===== src/design/rs232_pkg.sv =====
package rs232_pkg;

    //////////////////////////////////////////////////
    // Frame and buffer sizes
    //////////////////////////////////////////////////
    localparam int TICKS_PER_BIT = 16;               // Clock cycles per serial bit
    localparam int HALF_TICKS    = TICKS_PER_BIT / 2; // Mid-bit sampling point
    localparam int DATA_BITS     = 8;
    localparam int STOP_BITS     = 1;                // 1 or 2
    localparam int FIFO_DEPTH    = 8;
    localparam int CTS_MARGIN    = 2;                // Free entries needed to keep cts up

    //////////////////////////////////////////////////
    // Enums
    //////////////////////////////////////////////////
    typedef enum logic [1:0] {
        PARITY_NONE,
        PARITY_EVEN,
        PARITY_ODD
    } parity_e;

    localparam parity_e PARITY = PARITY_EVEN;

    typedef enum logic [2:0] {
        TX_IDLE,
        TX_START,
        TX_DATA,
        TX_PARITY,
        TX_STOP
    } tx_state_e;

    typedef enum logic [2:0] {
        RX_WAIT_CTS,
        RX_WAIT_START,
        RX_START,
        RX_DATA,
        RX_PARITY,
        RX_STOP,
        RX_DONE
    } rx_state_e;

    typedef enum logic [0:0] {
        REG_DATA   = 1'b0,
        REG_STATUS = 1'b1
    } reg_addr_e;

    //////////////////////////////////////////////////
    // Data and bus types
    //////////////////////////////////////////////////
    typedef logic [7:0] byte_t;

    // Wishbone classic, master to slave
    typedef struct packed {
        logic  cyc;
        logic  stb;
        logic  we;
        logic  adr;
        byte_t dat;
    } wb_req_t;

    typedef struct packed {
        logic  ack;
        byte_t dat;
    } wb_rsp_t;

endpackage

===== src/design/rs232_top.sv =====
`timescale 1ns/1ns

module rs232_top
(
    input  logic               clk,
    input  logic               rst,
    input  rs232_pkg::wb_req_t wb_req,
    output rs232_pkg::wb_rsp_t wb_rsp,
    input  logic               rx,
    input  logic               rts,
    output logic               tx,
    output logic               cts
);

    //////////////////////////////////////////////////
    // Transmit path
    //////////////////////////////////////////////////
    logic             tx_valid;
    rs232_pkg::byte_t tx_byte;
    logic             tx_taken;
    logic             tx_busy;

    //////////////////////////////////////////////////
    // Receive path
    //////////////////////////////////////////////////
    logic             push;
    rs232_pkg::byte_t push_byte;
    logic             parity_err_pulse;
    rs232_pkg::byte_t head;
    logic             empty;
    logic             room;
    logic             pop;

    // Port names match the nets above one to one
    rs232_tx tx_i (.*);

    rs232_rx rx_i (.*);

    rx_fifo fifo_i (.*);

    wb_regs regs_i (.*);

endmodule


===== src/design/wb_regs.sv =====
`timescale 1ns/1ns

module wb_regs
(
    input  logic               clk,
    input  logic               rst,
    input  rs232_pkg::wb_req_t wb_req,
    output rs232_pkg::wb_rsp_t wb_rsp,
    output logic               tx_valid,
    output rs232_pkg::byte_t   tx_byte,
    input  logic               tx_taken,
    input  logic               tx_busy,
    input  rs232_pkg::byte_t   head,
    input  logic               empty,
    output logic               pop,
    input  logic               parity_err_pulse
);

    rs232_pkg::reg_addr_e addr;
    rs232_pkg::byte_t     status;
    rs232_pkg::byte_t     rd_q;
    logic                 ack_q;
    logic                 parity_err;
    logic                 req;
    logic                 hold_full;
    logic                 accept;
    logic                 wr_data;
    logic                 rd_status;

    assign addr      = rs232_pkg::reg_addr_e'(wb_req.adr);
    assign req       = wb_req.cyc && wb_req.stb && !ack_q;
    assign hold_full = tx_valid && !tx_taken;   // Frees up as the transmitter loads

    // Write to a full holding register waits for it to drain
    assign accept    = req && !(wb_req.we && addr == rs232_pkg::REG_DATA && hold_full);
    assign wr_data   = accept && wb_req.we && addr == rs232_pkg::REG_DATA;
    assign rd_status = accept && !wb_req.we && addr == rs232_pkg::REG_STATUS;
    assign pop       = accept && !wb_req.we && addr == rs232_pkg::REG_DATA;

    // Bit 0 rx_avail, bit 1 tx_busy, bit 2 parity_err
    assign status = rs232_pkg::byte_t'({parity_err, tx_busy | tx_valid, !empty});

    assign wb_rsp.ack = ack_q;
    assign wb_rsp.dat = rd_q;

    always_ff @(posedge clk)
    begin
        if (wr_data)
            tx_byte <= wb_req.dat;
        if (accept && !wb_req.we)
            rd_q <= (addr == rs232_pkg::REG_STATUS) ? status : (empty ? '0 : head);
    end

    always_ff @(posedge clk)
    begin
        if (rst)
        begin
            ack_q      <= 1'b0;
            tx_valid   <= 1'b0;
            parity_err <= 1'b0;
        end
        else
        begin
            ack_q <= accept;
            if (wr_data)
                tx_valid <= 1'b1;
            else if (tx_taken)
                tx_valid <= 1'b0;
            if (parity_err_pulse)
                parity_err <= 1'b1;          // A new error wins over the clear
            else if (rd_status)
                parity_err <= 1'b0;
        end
    end

    a_ack_one_cycle: assert property (@(posedge clk) disable iff (rst) ack_q |=> !ack_q);

endmodule


===== src/design/rx_fifo.sv =====
`timescale 1ns/1ns

module rx_fifo
(
    input  logic             clk,
    input  logic             rst,
    input  logic             push,
    input  rs232_pkg::byte_t push_byte,
    input  logic             pop,
    output rs232_pkg::byte_t head,
    output logic             empty,
    output logic             room
);

    rs232_pkg::byte_t                          mem [rs232_pkg::FIFO_DEPTH];
    logic [$clog2(rs232_pkg::FIFO_DEPTH)-1:0]  wr_ptr;
    logic [$clog2(rs232_pkg::FIFO_DEPTH)-1:0]  rd_ptr;
    logic [$clog2(rs232_pkg::FIFO_DEPTH+1)-1:0] count;
    logic                                      do_push;
    logic                                      do_pop;

    assign do_push = push;                // Receiver only pushes while room is up
    assign do_pop  = pop && !empty;       // Pop on empty is ignored
    assign empty   = (count == '0);
    assign room    = (int'(count) + rs232_pkg::CTS_MARGIN <= rs232_pkg::FIFO_DEPTH);
    assign head    = mem[rd_ptr];

    always_ff @(posedge clk)
    begin
        if (do_push)
            mem[wr_ptr] <= push_byte;
    end

    always_ff @(posedge clk)
    begin
        if (rst)
        begin
            wr_ptr <= '0;
            rd_ptr <= '0;
            count  <= '0;
        end
        else
        begin
            if (do_push)
                wr_ptr <= (int'(wr_ptr) == rs232_pkg::FIFO_DEPTH - 1) ? '0 : wr_ptr + 1'b1;
            if (do_pop)
                rd_ptr <= (int'(rd_ptr) == rs232_pkg::FIFO_DEPTH - 1) ? '0 : rd_ptr + 1'b1;
            if (do_push && !do_pop)
                count <= count + 1'b1;
            else if (do_pop && !do_push)
                count <= count - 1'b1;
        end
    end

    a_count_bound: assert property (@(posedge clk) disable iff (rst)
        int'(count) <= rs232_pkg::FIFO_DEPTH);

endmodule


===== src/design/rs232_rx.sv =====
`timescale 1ns/1ns

module rs232_rx
(
    input  logic             clk,
    input  logic             rst,
    input  logic             rx,
    input  logic             rts,
    input  logic             room,
    output logic             cts,
    output logic             push,
    output rs232_pkg::byte_t push_byte,
    output logic             parity_err_pulse
);

    rs232_pkg::rx_state_e                        state;
    logic [$clog2(rs232_pkg::TICKS_PER_BIT)-1:0] tick_cnt;
    logic [$clog2(rs232_pkg::DATA_BITS)-1:0]     bit_idx;
    rs232_pkg::byte_t                            shift_q;
    logic                                        bad_q;
    logic                                        rx_q;
    logic                                        fall;
    logic                                        sample;
    logic                                        counting;

    assign fall = rx_q & ~rx;

    // Start bit is checked at half a bit, every later bit one full bit on
    assign sample = (state == rs232_pkg::RX_START)
                  ? (int'(tick_cnt) == rs232_pkg::HALF_TICKS - 1)
                  : (int'(tick_cnt) == rs232_pkg::TICKS_PER_BIT - 1);

    assign counting = state inside {rs232_pkg::RX_START, rs232_pkg::RX_DATA,
                                    rs232_pkg::RX_PARITY, rs232_pkg::RX_STOP};

    assign push             = (state == rs232_pkg::RX_DONE) && !bad_q;
    assign parity_err_pulse = (state == rs232_pkg::RX_DONE) && bad_q;
    assign push_byte        = shift_q;

    always_ff @(posedge clk)
    begin
        if (state == rs232_pkg::RX_DATA && sample)
            shift_q <= {rx, shift_q[rs232_pkg::DATA_BITS-1:1]};
    end

    //////////////////////////////////////////////////
    // Receive FSM and flow control
    //////////////////////////////////////////////////
    always_ff @(posedge clk)
    begin
        if (rst)
        begin
            state    <= rs232_pkg::RX_WAIT_CTS;
            tick_cnt <= '0;
            bit_idx  <= '0;
            bad_q    <= 1'b0;
            rx_q     <= 1'b1;
            cts      <= 1'b0;
        end
        else
        begin
            rx_q     <= rx;
            tick_cnt <= (!counting || sample) ? '0 : tick_cnt + 1'b1;
            case (state)
                rs232_pkg::RX_WAIT_CTS:
                begin
                    cts <= rts && room;
                    if (rts && room)
                        state <= rs232_pkg::RX_WAIT_START;
                end
                rs232_pkg::RX_WAIT_START:
                begin
                    if (!(rts && room))
                    begin
                        cts   <= 1'b0;              // Peer withdrew or FIFO filling up
                        state <= rs232_pkg::RX_WAIT_CTS;
                    end
                    else if (fall)
                    begin
                        bad_q <= 1'b0;
                        state <= rs232_pkg::RX_START;
                    end
                end
                rs232_pkg::RX_START:
                begin
                    if (sample && !rx)
                    begin
                        bit_idx <= '0;
                        state   <= rs232_pkg::RX_DATA;
                    end
                    else if (sample)
                    begin
                        state <= rs232_pkg::RX_WAIT_START;   // Glitch, not a start bit
                    end
                end
                rs232_pkg::RX_DATA:
                begin
                    if (sample && int'(bit_idx) == rs232_pkg::DATA_BITS - 1)
                        state <= (rs232_pkg::PARITY == rs232_pkg::PARITY_NONE)
                               ? rs232_pkg::RX_STOP : rs232_pkg::RX_PARITY;
                    else if (sample)
                        bit_idx <= bit_idx + 1'b1;
                end
                rs232_pkg::RX_PARITY:
                begin
                    if (sample)
                    begin
                        bad_q <= rx ^ (^shift_q)
                               ^ (rs232_pkg::PARITY == rs232_pkg::PARITY_ODD);
                        state <= rs232_pkg::RX_STOP;
                    end
                end
                rs232_pkg::RX_STOP:
                begin
                    // Low stop bit is a framing error, the byte is dropped
                    if (sample)
                        state <= rx ? rs232_pkg::RX_DONE : rs232_pkg::RX_WAIT_CTS;
                end
                default:
                begin
                    state <= rs232_pkg::RX_WAIT_CTS;   // RX_DONE lasts one cycle
                end
            endcase
        end
    end

    a_push_has_room: assert property (@(posedge clk) disable iff (rst) push |-> room);

endmodule


===== src/design/rs232_tx.sv =====
`timescale 1ns/1ns

module rs232_tx
(
    input  logic             clk,
    input  logic             rst,
    input  logic             tx_valid,
    input  rs232_pkg::byte_t tx_byte,
    output logic             tx_taken,
    output logic             tx_busy,
    output logic             tx
);

    rs232_pkg::tx_state_e                        state;
    logic [$clog2(rs232_pkg::TICKS_PER_BIT)-1:0] tick_cnt;
    logic [$clog2(rs232_pkg::DATA_BITS)-1:0]     bit_idx;
    rs232_pkg::byte_t                            shift_q;
    logic                                        par_q;
    logic                                        bit_end;

    assign bit_end = (int'(tick_cnt) == rs232_pkg::TICKS_PER_BIT - 1);
    assign tx_busy = (state != rs232_pkg::TX_IDLE);

    // Byte and its parity bit, captured at load
    always_ff @(posedge clk)
    begin
        if (state == rs232_pkg::TX_IDLE && tx_valid)
        begin
            shift_q <= tx_byte;
            par_q   <= (^tx_byte) ^ (rs232_pkg::PARITY == rs232_pkg::PARITY_ODD);
        end
        else if (state == rs232_pkg::TX_DATA && bit_end)
        begin
            shift_q <= shift_q >> 1;   // Next data bit into position 1
        end
    end

    //////////////////////////////////////////////////
    // Frame sequencer
    //////////////////////////////////////////////////
    always_ff @(posedge clk)
    begin
        if (rst)
        begin
            state    <= rs232_pkg::TX_IDLE;
            tick_cnt <= '0;
            bit_idx  <= '0;
            tx_taken <= 1'b0;
            tx       <= 1'b1;             // Line idles high
        end
        else
        begin
            tx_taken <= 1'b0;
            tick_cnt <= (state == rs232_pkg::TX_IDLE || bit_end) ? '0 : tick_cnt + 1'b1;
            case (state)
                rs232_pkg::TX_IDLE:
                begin
                    if (tx_valid)
                    begin
                        state    <= rs232_pkg::TX_START;
                        tx       <= 1'b0;   // Start bit
                        tx_taken <= 1'b1;
                    end
                end
                rs232_pkg::TX_START:
                begin
                    if (bit_end)
                    begin
                        state   <= rs232_pkg::TX_DATA;
                        tx      <= shift_q[0];
                        bit_idx <= '0;
                    end
                end
                rs232_pkg::TX_DATA:
                begin
                    if (bit_end && int'(bit_idx) == rs232_pkg::DATA_BITS - 1)
                    begin
                        bit_idx <= '0;
                        if (rs232_pkg::PARITY == rs232_pkg::PARITY_NONE)
                        begin
                            state <= rs232_pkg::TX_STOP;
                            tx    <= 1'b1;
                        end
                        else
                        begin
                            state <= rs232_pkg::TX_PARITY;
                            tx    <= par_q;
                        end
                    end
                    else if (bit_end)
                    begin
                        bit_idx <= bit_idx + 1'b1;
                        tx      <= shift_q[1];   // LSB first
                    end
                end
                rs232_pkg::TX_PARITY:
                begin
                    if (bit_end)
                    begin
                        state <= rs232_pkg::TX_STOP;
                        tx    <= 1'b1;
                    end
                end
                rs232_pkg::TX_STOP:
                begin
                    if (bit_end && int'(bit_idx) == rs232_pkg::STOP_BITS - 1)
                        state <= rs232_pkg::TX_IDLE;
                    else if (bit_end)
                        bit_idx <= bit_idx + 1'b1;   // Second stop bit
                end
                default:
                begin
                    state <= rs232_pkg::TX_IDLE;
                end
            endcase
        end
    end

    a_idle_line_high: assert property (@(posedge clk) disable iff (rst)
        state == rs232_pkg::TX_IDLE |-> tx);

endmodule


===== config.mk =====
export PLATFORM = sky130hd
export DESIGN_NAME = rs232_top
export DESIGN_NICKNAME = d
export VERILOG_FILES = /design/src/design/rs232_pkg.sv /design/src/design/rs232_top.sv /design/src/design/wb_regs.sv /design/src/design/rx_fifo.sv /design/src/design/rs232_rx.sv /design/src/design/rs232_tx.sv
export SDC_FILE = /design/constraint.sdc
export NUM_CORES = 1
export LEC_CHECK = 0
export BUFFER_PORTS_ARGS = -buffer_cell sky130_fd_sc_hd__buf_2
export CORE_ASPECT_RATIO = 0.75
export CORE_MARGIN = 2
export CORE_UTILIZATION = 55
export CTS_CLUSTER_DIAMETER = 40
export DETAILED_ROUTE_END_ITERATION = 8
export PLACE_DENSITY = 0.75
export SLEW_MARGIN = 25
export SYNTH_ARGS = -nofsm -noshare
export SYNTH_HDL_FRONTEND = slang
export SYNTH_HIERARCHICAL = 1
export SYNTH_SLANG_ARGS = --single-unit

===== constraint.sdc =====
create_clock -name clk -period 2.91 [get_ports clk]
set_input_delay 0.4365 -clock clk [delete_from_list [all_inputs] [get_ports clk]]
set_output_delay 0.4365 -clock clk [all_outputs]
set_load 0.02 [all_outputs]

==> results of run 1 <==
[cells in the mapped netlist (2+ instances only)]
cell type | count | area share, %
and3_1 | 3 | 0.31
nand2b_1 | 9 | 0.92
mux2_2 | 15 | 2.8
buf_2 | 2 | 0.16
mux2i_1 | 10 | 1.6
a211oi_1 | 3 | 0.37
o211ai_1 | 2 | 0.25
nand2_1 | 13 | 0.80
edfxtp_1 | 97 | 48
and2_1 | 8 | 0.82
o21ai_0 | 6 | 0.49
xnor2_1 | 14 | 2.0
and4b_1 | 2 | 0.33
ha_1 | 15 | 3.1
buf_6 | 4 | 0.74
nor2_1 | 46 | 2.8
a311oi_1 | 2 | 0.29
nand3_1 | 8 | 0.66
nor3_1 | 11 | 0.90
clkbuf_1 | 5 | 0.31
inv_1 | 11 | 0.68
nand4_1 | 4 | 0.41
mux4_1 | 15 | 6.5
nor2b_1 | 6 | 0.62
xor2_1 | 8 | 1.1
a21oi_1 | 13 | 1.1
nand3b_1 | 2 | 0.25
a31oi_1 | 2 | 0.20
buf_4 | 3 | 0.37
dfxtp_1 | 41 | 13
[power breakdown]
group          switching [W]  internal [W]
Clock               0.000765       0.00142
Combinational      0.0000824     0.0000592
Sequential         0.0000102       0.00210
[per-stage QoR]
step / util, % / instances
after floorplan: - / 419
after global placement: 59.13 / 586
after detailed placement: 59.13 / 586
after CTS: 64.73 / 618
after global routing: 64.73 / 618
final: 64.73 / 618
[placed cells by master, fill, tap and decap left out, types with 3 or more instances in the layout]
master and n:
a211oi_1 3, a21oi_1 13, and2_1 8, and3_1 3
buf_2 26, buf_4 18, bufinv_16 4, clkbuf_16 17
clkinv_2 4, clkinvlp_4 3, dfxtp_1 41, edfxtp_1 97
ha_1 15, inv_1 11, mux2_2 15, mux2i_1 10
mux4_1 15, nand2_1 13, nand2b_1 9, nand3_1 8
nand4_1 4, nor2_1 46, nor2b_1 6, nor3_1 11
o21ai_0 6, xnor2_1 14, xor2_1 8
[state kept, by name, indices dropped and copies added (netlist names), 4 cells and up, named ones only]
signal	flops
fifo_i/mem	64
regs_i/rd_q	8
regs_i/tx_byte	8
rx_i/push_byte	8
tx_i/shift_q	8
fifo_i/count	4
rx_i/tick_cnt	4
tx_i/tick_cnt	4
[worst paths after layout]
check / slack [ns] / startpoint / to / depth (start not counted)
hold / removal: 0.20 / wb_req[6] / regs_i/tx_byte[6]$_DFFE_PP_ / 1
hold reg to reg: 0.45 / tx_i/tick_cnt[0]$_SDFF_PP0_ / tx_i/tick_cnt[0]$_SDFF_PP0_ / 1
setup reg to reg: 0.13 / regs_i/ack_q$_SDFF_PP0_ / fifo_i/count[3]$_SDFFE_PP0P_ / 10
setup / recovery: 0.13 / regs_i/ack_q$_SDFF_PP0_ / fifo_i/count[3]$_SDFFE_PP0P_ / 10
[cell families (layout without fill, tap and decap cells)]
group / count (synthesis) / after routing / share of synthesized area (%)
buf+inv: 28 / 87 / 2.890
simple gates: 129 / 129 / 11.64
mux: 42 / 42 / 11.42
compound gates: 42 / 42 / 5.494
flops: 138 / 138 / 61.17
fa+ha+maj: 16 / 16 / 3.403
xor+xnor: 24 / 24 / 3.977
[routing by layer]
layer / vias up / track usage, % / share of wire, %
li1: 1674 / - / -
met1: 1758 / 27.42 / 46
met2: 104 / 30.18 / 47
met3: 9 / 5.948 / 5.6
met4: 0 / 7.130 / 0.99
met5: - / 0 / 0
[area by class of cell]
class / instances / area [um2] / area share, %
flip-flops and latches: 138 / 3734 / 53.11
well taps: 140 / 175.2 / 2.492
repair buffers: 44 / 265.3 / 3.774
clock buffers: 18 / 429.2 / 6.105
multi-input cells: 253 / 2206 / 31.38
inverters: 11 / 41.29 / 0.5874
clock inverters: 14 / 178.9 / 2.545
[worst max-delay path, cell delays in order (launching register included)]
cell,delay (ns)
dfxtp_1,0.32
nand3b_1,0.18
nor3_1,0.37
o41ai_4,0.22
ha_1,0.27
inv_1,0.14
ha_1,0.29
a21oi_1,0.24
a211oi_1,0.12
a31oi_1,0.17
mux2_2,0.35
==> metrics.md, run 1 <==
| Metric | Value |
|---|---|
| Max VDD drop | 0.0004313 V |
| Chip Width | 125.6 um |
| Clk buf depth | 2 |
| Actual slew at the worst max-slew pin | 0.7290 ns |
| Post_cts resized | 0 |
| Post-CTS Setup Bufs | 0 |
| DR pass1 iterations | 4 |
| Post-DP HPWL | 7343 um |
| Synth cell types | 69 |
| TritonCTS Sinks | 138 |
| Area delta synth->final | 15.17% |
| Avg Vias per Cell | 5.736 |
| Row count | 33 |
| DR iter-0 viols | 234 |
| Clk slew on worst S/H paths | 0.06 ns |
| Synthesized area | 6103 um2 |
| Post-CTS Hold Buffers | 0 |
| Drc violations | 0 |
| Post-Place Worst Slack | 0.1383 ns |
| Nets@finish | 497 |
| Crit path time final | 2.783 ns |
| Max-Cap Viols | 0 |
| Tot GR Track Use | 19.83% |
| Setup TNS | 0 ns |
| CTS root buffer | clkbuf_16 |
| CTS tree | yes |
| Post-Syn Nets | 451 |
| Ys Warns | 6 |
| Fin crit share | 95.62% |
| Fmax | 359.4 MHz |
| Hold Fails Final Rpt | 0 |
| Slew headroom | 51.33% |
| CP endpoint kind | flip-flop |
| Grt ovf | 0 |
| H-tree levels | 4 |
| WL final | 11220 um |
| Fin worst setup slack | 0.1275 ns |
| Routability cong. | 0.8367 |
| Core ar. | 10860 um2 |
| Post-place instance area | 6421 um2 |
| Wire per inst | 18.16 um |
| Initial antenna violation count | 0 |
| Unrepaired setup endpoints after global routing | false |
| Startpoint types | flip-flop |
| Clk_skew | 0.01212 ns |
| Worst-skew pair later-pin latency | 0.41 ns |
| Fin area | 7029 um2 |
| Antenna diodes | 0 |
| Synth Register Bits | 138 |
| Die height | 95.23 um |
| Worst Hold Class | primary input to flip-flop |
| Largest net degree at the start of global routing | 35 |
| Fraction of layout cells with a size suffix above 1 | 21.97% |
| Post-DRT Antenna Nets | 0 |
| Final setup viols | 0 |
| Synth Instances | 419 |
| DR vias | 3545 |
| Top FF cell, synth | edfxtp_1 |
| PD cells | 631.3 nW/um2 |
| Mean Syn Cell Area | 14.57 um2 |
| Number of port buffers | 26 |
| Pwr Total | 0.004438 W |
| FFs w/ async S/R, synth | 0% |
| Total CTS buffers | 17 |
| Initial Util | 56.20% |
| Fillers | 769 |
| Die ar. | 11960 um2 |
| Post-synthesis sequential area ratio | 61.17% |
| First-pass GRT wire length | 17650 um |
| Outcome | finished, final reports clean |
| Vias in the first global route | 3398 |
| Hold WS | 0.2006 ns |
| # IOs | 27 |
| Static Leak | 2.574 nW |
| Worst EP required | 3.21 ns |
| WP data arrival | 3.08 ns |
| Number of synthesized flops with an enable pin | 97 |
| Max-slew violation count | 0 |
| CP max FO | 6 |
| WS Path Type | flip-flop to flip-flop |
Note: power is estimated with default switching activity, not from simulation.
==> run 2, diff against run 1 <==
Settings changed: SYNTH_HIERARCHICAL 1 to default.
==> run 2 against run 1 <==
Compared with the run above: hold slack worse by 0.0094 ns; combinational power rose by 130%; non-clock buffer count is 2 lower; clock power fell by 5%; die area is 4.7% lower; critical path depth increased by 2; setup slack got worse by 0.046 ns; global-route usage increased by 1.3 points; via count fell by 3.7%; maximum frequency is 1.6% lower; register-to-register slack worse by 0.05 ns; largest cell class unchanged.
==> metrics.md, run 2 <==
| Metric | Value |
|---|---|
| Number of synthesized flops with an enable pin | 97 |
| Most numerous cell in the Yosys netlist | edfxtp_1 |
| WP data arrival | 3.17 ns |
| Max-Cap Viols | 0 |
| Post-DRT Antenna Nets | 0 |
| Largest net degree at the start of global routing | 32 |
| CTS tree | yes |
| Worst R2R Setup Slack | 0.08 ns |
| Leading area contributor after synthesis | edfxtp_1 |
| Worst EP required | 3.25 ns |
| Top FF cell, synth | edfxtp_1 |
| WS Path Type | flip-flop to flip-flop |
| Setup crit start | fifo_i.count[1]$_SDFFE_PP0P_ |
| Post-synthesis sequential area ratio | 64.32% |
| Tot GR Track Use | 21.12% |
| Nets@finish | 480 |
| Combinational power share | 7.2% |
| Reg2reg path depth | 12 |
| CTS root buffer | clkbuf_16 |
| FF-to-FF End | fifo_i.count[3]$_SDFFE_PP0P_ |
| Synth cell types | 51 |
| Post-synthesis compound-gate area fraction | 4.548% |
| Post-DP HPWL | 6937 um |
| Fin worst setup slack | 0.08122 ns |
| Antenna diodes | 0 |
| Max-slew violation count | 0 |
| Simple-gate portion of the synthesized area | 10.17% |
| Startpoint types | flip-flop |
| Initial Util | 56.41% |
| Synth Instances | 405 |
| Post-place instance area | 6131 um2 |
| Final setup viols | 0 |
| Max reg flops | 64 |
| H-tree levels | 4 |
| Clk buf depth | 2 |
| Slew headroom | 49.26% |
| CP max FO | 7 |
| Post-Syn Nets | 437 |
| Most common cell after layout, fill and taps aside | edfxtp_1 |
| Hold Path Sink | regs_i.tx_byte[2]$_DFFE_PP_ |
| Dominant cells by area after synthesis | edfxtp_1 (50%), dfxtp_1 (14%), mux4_2 (6.2%), mux2i_1 (3.6%), ha_1 (3.2%) |
| Drc violations | 0 |
| Fmax | 353.5 MHz |
| Switch share | 23.12% |
| Wire per inst | 18.34 um |
| WL final | 10950 um |
| Worst-skew pair later-pin latency | 0.42 ns |
| TritonCTS Sinks | 138 |
| # IOs | 27 |
| Post-synth top area share | 50.18% |
| Core ar. | 10290 um2 |
| Hold Fails Final Rpt | 0 |
| Static Leak | 2.344 nW |
| Cell Count, Final, Fillers Out | 597 |
| Post-synth top cells | edfxtp_1 (97), nor2_1 (43), dfxtp_1 (41) |
| Cell count of the worst hold path | 1 |
| Largest family of logic cells by synthesized area | multiplexers |
| Synth Area in Adders | 3.578% |
| Clk_skew | 0.006484 ns |
| Area delta synth->final | 15.65% |
| Avg Vias per Cell | 5.720 |
| Initial antenna violation count | 0 |
| DR pass1 iterations | 4 |
| Mux cell area share after synthesis | 11.38% |
| Clk slew on worst S/H paths | 0.06 ns |
| Chip Width | 122.6 um |
| Fin crit share | 97.21% |
| Fraction of layout cells with a size suffix above 1 | 21.91% |
| Worst R2R Start | fifo_i.count[1]$_SDFFE_PP0P_ |
| Total CTS buffers | 17 |
| Post-Place Worst Slack | 0.1978 ns |
| Die height | 92.97 um |
| Pwr Total | 0.004587 W |
| Routability cong. | 0.8260 |
| CP endpoint kind | flip-flop |
| P_sw | 0.001060 W |
| Post-CTS Hold Buffers | 0 |
| Fin area | 6713 um2 |
| Commonest cells after routing, fill and taps aside | edfxtp_1 (97), nor2_1 (43), dfxtp_1 (41) |
| DR vias | 3415 |
| PD cells | 683.4 nW/um2 |
| Row count | 32 |
| Grt ovf | 0 |
| Worst Hold Class | primary input to flip-flop |
| Actual slew at the worst max-slew pin | 0.7584 ns |
| Placed insts | 565 |
| Clock power share | 45.4% |
| Part of the power in registers | 47.4% |
| FFs w/ async S/R, synth | 0% |
| Max VDD drop | 0.0004412 V |
| First-pass GRT wire length | 17600 um |
| Synth Register Bits | 138 |
| DR iter-0 viols | 243 |
| Number of port buffers | 26 |
| Internal Power | 0.003527 W |
| Mean Syn Cell Area | 14.33 um2 |
| Outcome | finished, final reports clean |
| Top reg by flops | fifo_i.mem |
| Hold path startpoint | wb_req[2] |
| Ys Warns | 0 |
| Die ar. | 11400 um2 |
| Synthesized area | 5804 um2 |
| Synth Area in XOR/XNOR | 3.859% |
| Crit path time final | 2.829 ns |
| Vias in the first global route | 3482 |
## run 2: critical path: stages, from the launching register on
cell and delay, ns:
dfxtp_1 0.51, nor4_2 0.09, or2_1 0.27, nor3_4 0.19
inv_1 0.10, ha_1 0.24, inv_1 0.15, ha_1 0.26
a21o_1 0.17, a21oi_1 0.18, xnor2_1 0.11, or3_1 0.32
a21oi_1 0.17
## run 2: worst max-delay path by stage
stage / slack [ns] / cells past startpoint / endpoint
after floorplan: 0.33 / 13 / fifo_i.count[3]$_SDFFE_PP0P_
after global placement: 0.32 / 12 / fifo_i.count[3]$_SDFFE_PP0P_
after detailed placement: 0.20 / 12 / fifo_i.count[3]$_SDFFE_PP0P_
after CTS: 0.16 / 12 / fifo_i.count[3]$_SDFFE_PP0P_
after global routing: -0.11 / 12 / fifo_i.count[3]$_SDFFE_PP0P_
final: 0.08 / 12 / fifo_i.count[3]$_SDFFE_PP0P_
## run 2: cell families after synthesis
| kind of cell | Yosys count |
|---|---|
| DFF | 138 |
| AOI/OAI and AO/OA | 42 |
| xor gates and xnor gates | 24 |
| and+or+nand+nor | 114 |
| buffers and inverters | 26 |
| adders and majority gates | 16 |
| muxes | 45 |
## run 2: metal layers
layer | GRT usage [%] | vias to the layer above | share of wire (%)
li1 | - | 1593 | -
met1 | 27.84 | 1688 | 45
met2 | 32.92 | 113 | 47
met3 | 5.603 | 21 | 5.3
met4 | 9.674 | 0 | 1.9
met5 | 0 | - | 0
## run 2: timing repair
action	4_1_cts	5_1_grt
resized for setup	0	1
setup endpoints to repair	0	1
endpoints found under the hold margin	0	0
setup buffers	0	0
## run 2: stage by stage
step / setup TNS [ns] / hold WS [ns] / util (%)
after CTS: 0 / 0.1816 / 65.18
after global placement: 0 / 0.4311 / 59.58
after floorplan: 0 / 0.4175 / -
after detailed placement: 0 / 0.4386 / 59.58
after global routing: -0.1110 / 0.1764 / 65.24
final: 0 / 0.1912 / 65.24
## run 2: cell type report
cell class                      instances  area [um2]
Clock buffer                           17       425.4
Clock inverter                         15       150.1
Fill cell                             716        3577
Timing Repair Buffer                   42       250.2
Inverter                                8       30.03
Tap cell                              136       170.2
Sequential cell                       138        3734
Multi-Input combinational cell        241        1953
## run 2: power groups by stage
stage | logic, W | clock network [W] | registers, W
floorplan | 0.000239 | 0 | 0.00221
global placement | 0.000315 | 0 | 0.00221
detailed placement | 0.000317 | 0 | 0.00221
CTS | 0.000328 | 0.00211 | 0.00217
global route | 0.000374 | 0.00219 | 0.00218
finish | 0.000331 | 0.00208 | 0.00217
==> run 3, diff against run 2 <==
Settings changed: CORE_MARGIN 2 to 3.
==> run 3 against run 2 <==
Compared with the run above: power hardly changed; flip-flop and latch count stayed put; sequential share of layout area stayed put.
==> metrics.md, run 3 (same netlist as run 2, synthesis figures left out) <==
| Metric | Value |
|---|---|
| Outcome | finished, final reports clean |
| Hold Fails Final Rpt | 0 |
| Commonest cells after routing, fill and taps aside | edfxtp_1 (97), nor2_1 (43), dfxtp_1 (41) |
| DR pass1 iterations | 5 |
| Slew headroom | 52.53% |
| Met1 Wirelength | 5034 um |
| Met2 routed WL | 4725 um |
| Wire per inst | 17.72 um |
| Fraction of layout cells with a size suffix above 1 | 21.91% |
| Area delta synth->final | 15.65% |
| DR iter-0 viols | 221 |
| Initial antenna violation count | 0 |
| Post-CTS Hold Buffers | 0 |
| Final setup viols | 0 |
| Die height | 94.97 um |
| Vias in the first global route | 3209 |
| Avg Vias per Cell | 5.580 |
| First-pass GRT wire length | 16950 um |
| Fmax | 375.6 MHz |
| DR top layer | met4 |
| Most common cell after layout, fill and taps aside | edfxtp_1 |
| TritonCTS Sinks | 138 |
| Switch share | 22.17% |
| Worst Hold Class | primary input to flip-flop |
| Clk_skew | 0.007610 ns |
| Max VDD drop | 0.0004240 V |
| Chip Width | 124.6 um |
| Actual slew at the worst max-slew pin | 0.7094 ns |
| Post-CTS Setup Bufs | 0 |
| Startpoint types | flip-flop |
| CTS root buffer | clkbuf_16 |
| WP data arrival | 3.01 ns |
| CTS tree | yes |
| Row count | 31 |
| CP endpoint kind | flip-flop |
| Fin worst setup slack | 0.2473 ns |
| Grt ovf | 0 |
| Nets@finish | 480 |
| Internal Power | 0.003567 W |
| Number of port buffers | 26 |
| CP max FO | 5 |
| Core ar. | 9968 um2 |
| Fillers | 645 |
| Largest net degree at the start of global routing | 32 |
| Top reg by flops | fifo_i.mem |
| WL final | 10510 um |
| Max-slew violation count | 0 |
| Static Leak | 2.356 nW |
| Post-DP HPWL | 7014 um |
| Post-Place Worst Slack | 0.2332 ns |
| Max reg flops | 64 |
| Initial Util | 58.23% |
| Routability cong. | 0.8277 |
| Max-Cap Viols | 0 |
| Unrepaired setup endpoints after global routing | false |
| Combinational power share | 7.1% |
| Post-DRT Antenna Nets | 0 |
| Clock power share | 45.5% |
| PD cells | 682.7 nW/um2 |
| Fin crit share | 91.50% |
| Clk slew on worst S/H paths | 0.06 ns |
| Worst EP required | 3.25 ns |
| Drc violations | 0 |
| Clk buf depth | 2 |
| Tot GR Track Use | 19.25% |
| # IOs | 27 |
| DR vias | 3309 |
| H-tree levels | 4 |
| Antenna diodes | 0 |
| DR WL met3 | 681 um |
| WS Path Type | flip-flop to flip-flop |
| Total CTS buffers | 17 |
| Crit path time final | 2.663 ns |
| Setup TNS | 0 ns |
| Worst-skew pair later-pin latency | 0.41 ns |
| Part of the power in registers | 47.4% |
| P_sw | 0.001016 W |
| Die ar. | 11830 um2 |
## run 3: cell count changes in the layout (fill, tap and decap cells not counted)
cell        change
clkinv_1        -1
clkinv_4        +1
clkinvlp_4      -2
clkinv_2        +2
inv_6           -3
clkbuf_1        +1
clkbuf_8        +2
## run 3: final timing paths
kind | from | end | slack (ns) | cells after the start
worst max register to register | fifo_i.count[0]$_SDFFE_PP0P_ | fifo_i.count[3]$_SDFFE_PP0P_ | 0.25 | 12
worst min register to register | rx_i.tick_cnt[0]$_SDFF_PP0_ | rx_i.tick_cnt[0]$_SDFF_PP0_ | 0.45 | 1
worst max-delay path | fifo_i.count[0]$_SDFFE_PP0P_ | fifo_i.count[3]$_SDFFE_PP0P_ | 0.25 | 12
worst min-delay path | wb_req[6] | regs_i.tx_byte[6]$_DFFE_PP_ | 0.19 | 1
## run 3: layer usage
layer | GRT usage (%) | up-vias
met4 | 10.31 | 0
met1 | 27.34 | 1621
li1 | - | 1594
met3 | 4.975 | 6
met2 | 27.43 | 88
met5 | 0 | -
## run 3: stage by stage
stage	total power, W	instance area, um2	util [%]	hold WS [ns]	instances
detailed placement	0.002533	6126	61.45	0.4405	561
finish	0.004583	6713	67.34	0.1941	593
CTS	0.004612	6706	67.28	0.1710	593
floorplan	0.002450	5804	-	0.4175	405
global placement	0.002525	6126	61.45	0.4309	561
global route	0.004750	6713	67.34	0.1707	593
## run 3: area by class of cell
class	count	area [um2]	area share (%)
Inverter	8	30.03	0.4473
Sequential cell	138	3734	55.62
Tap cell	132	165.2	2.460
Clock inverter	12	123.9	1.845
Timing Repair Buffer	42	250.2	3.728
Multi-Input combinational cell	241	1953	29.10
Clock buffer	20	456.7	6.803
## run 3: what timing repair did
item | in CTS | in global routing
hold endpoints to repair | 0 | 0
setup endpoints to repair | 0 | 1
resized for setup | 0 | 1
## run 3: power by group through the flow
stage	Clock, W	Sequential [W]	Combinational (W)
global route	0.00221	0.00218	0.000365
global placement	0	0.00221	0.000318
CTS	0.00212	0.00217	0.000323
detailed placement	0	0.00221	0.000319
finish	0.00208	0.00217	0.000325
floorplan	0	0.00221	0.000239
## run 3: worst max-delay path, stage by stage, from the launching register on
cell	delay, ns
dfxtp_1	0.46
nor4_2	0.10
or2_1	0.26
nor3_4	0.18
inv_1	0.09
ha_1	0.23
inv_1	0.14
ha_1	0.26
a21o_1	0.17
a21oi_1	0.17
xnor2_1	0.09
or3_1	0.30
a21oi_1	0.13
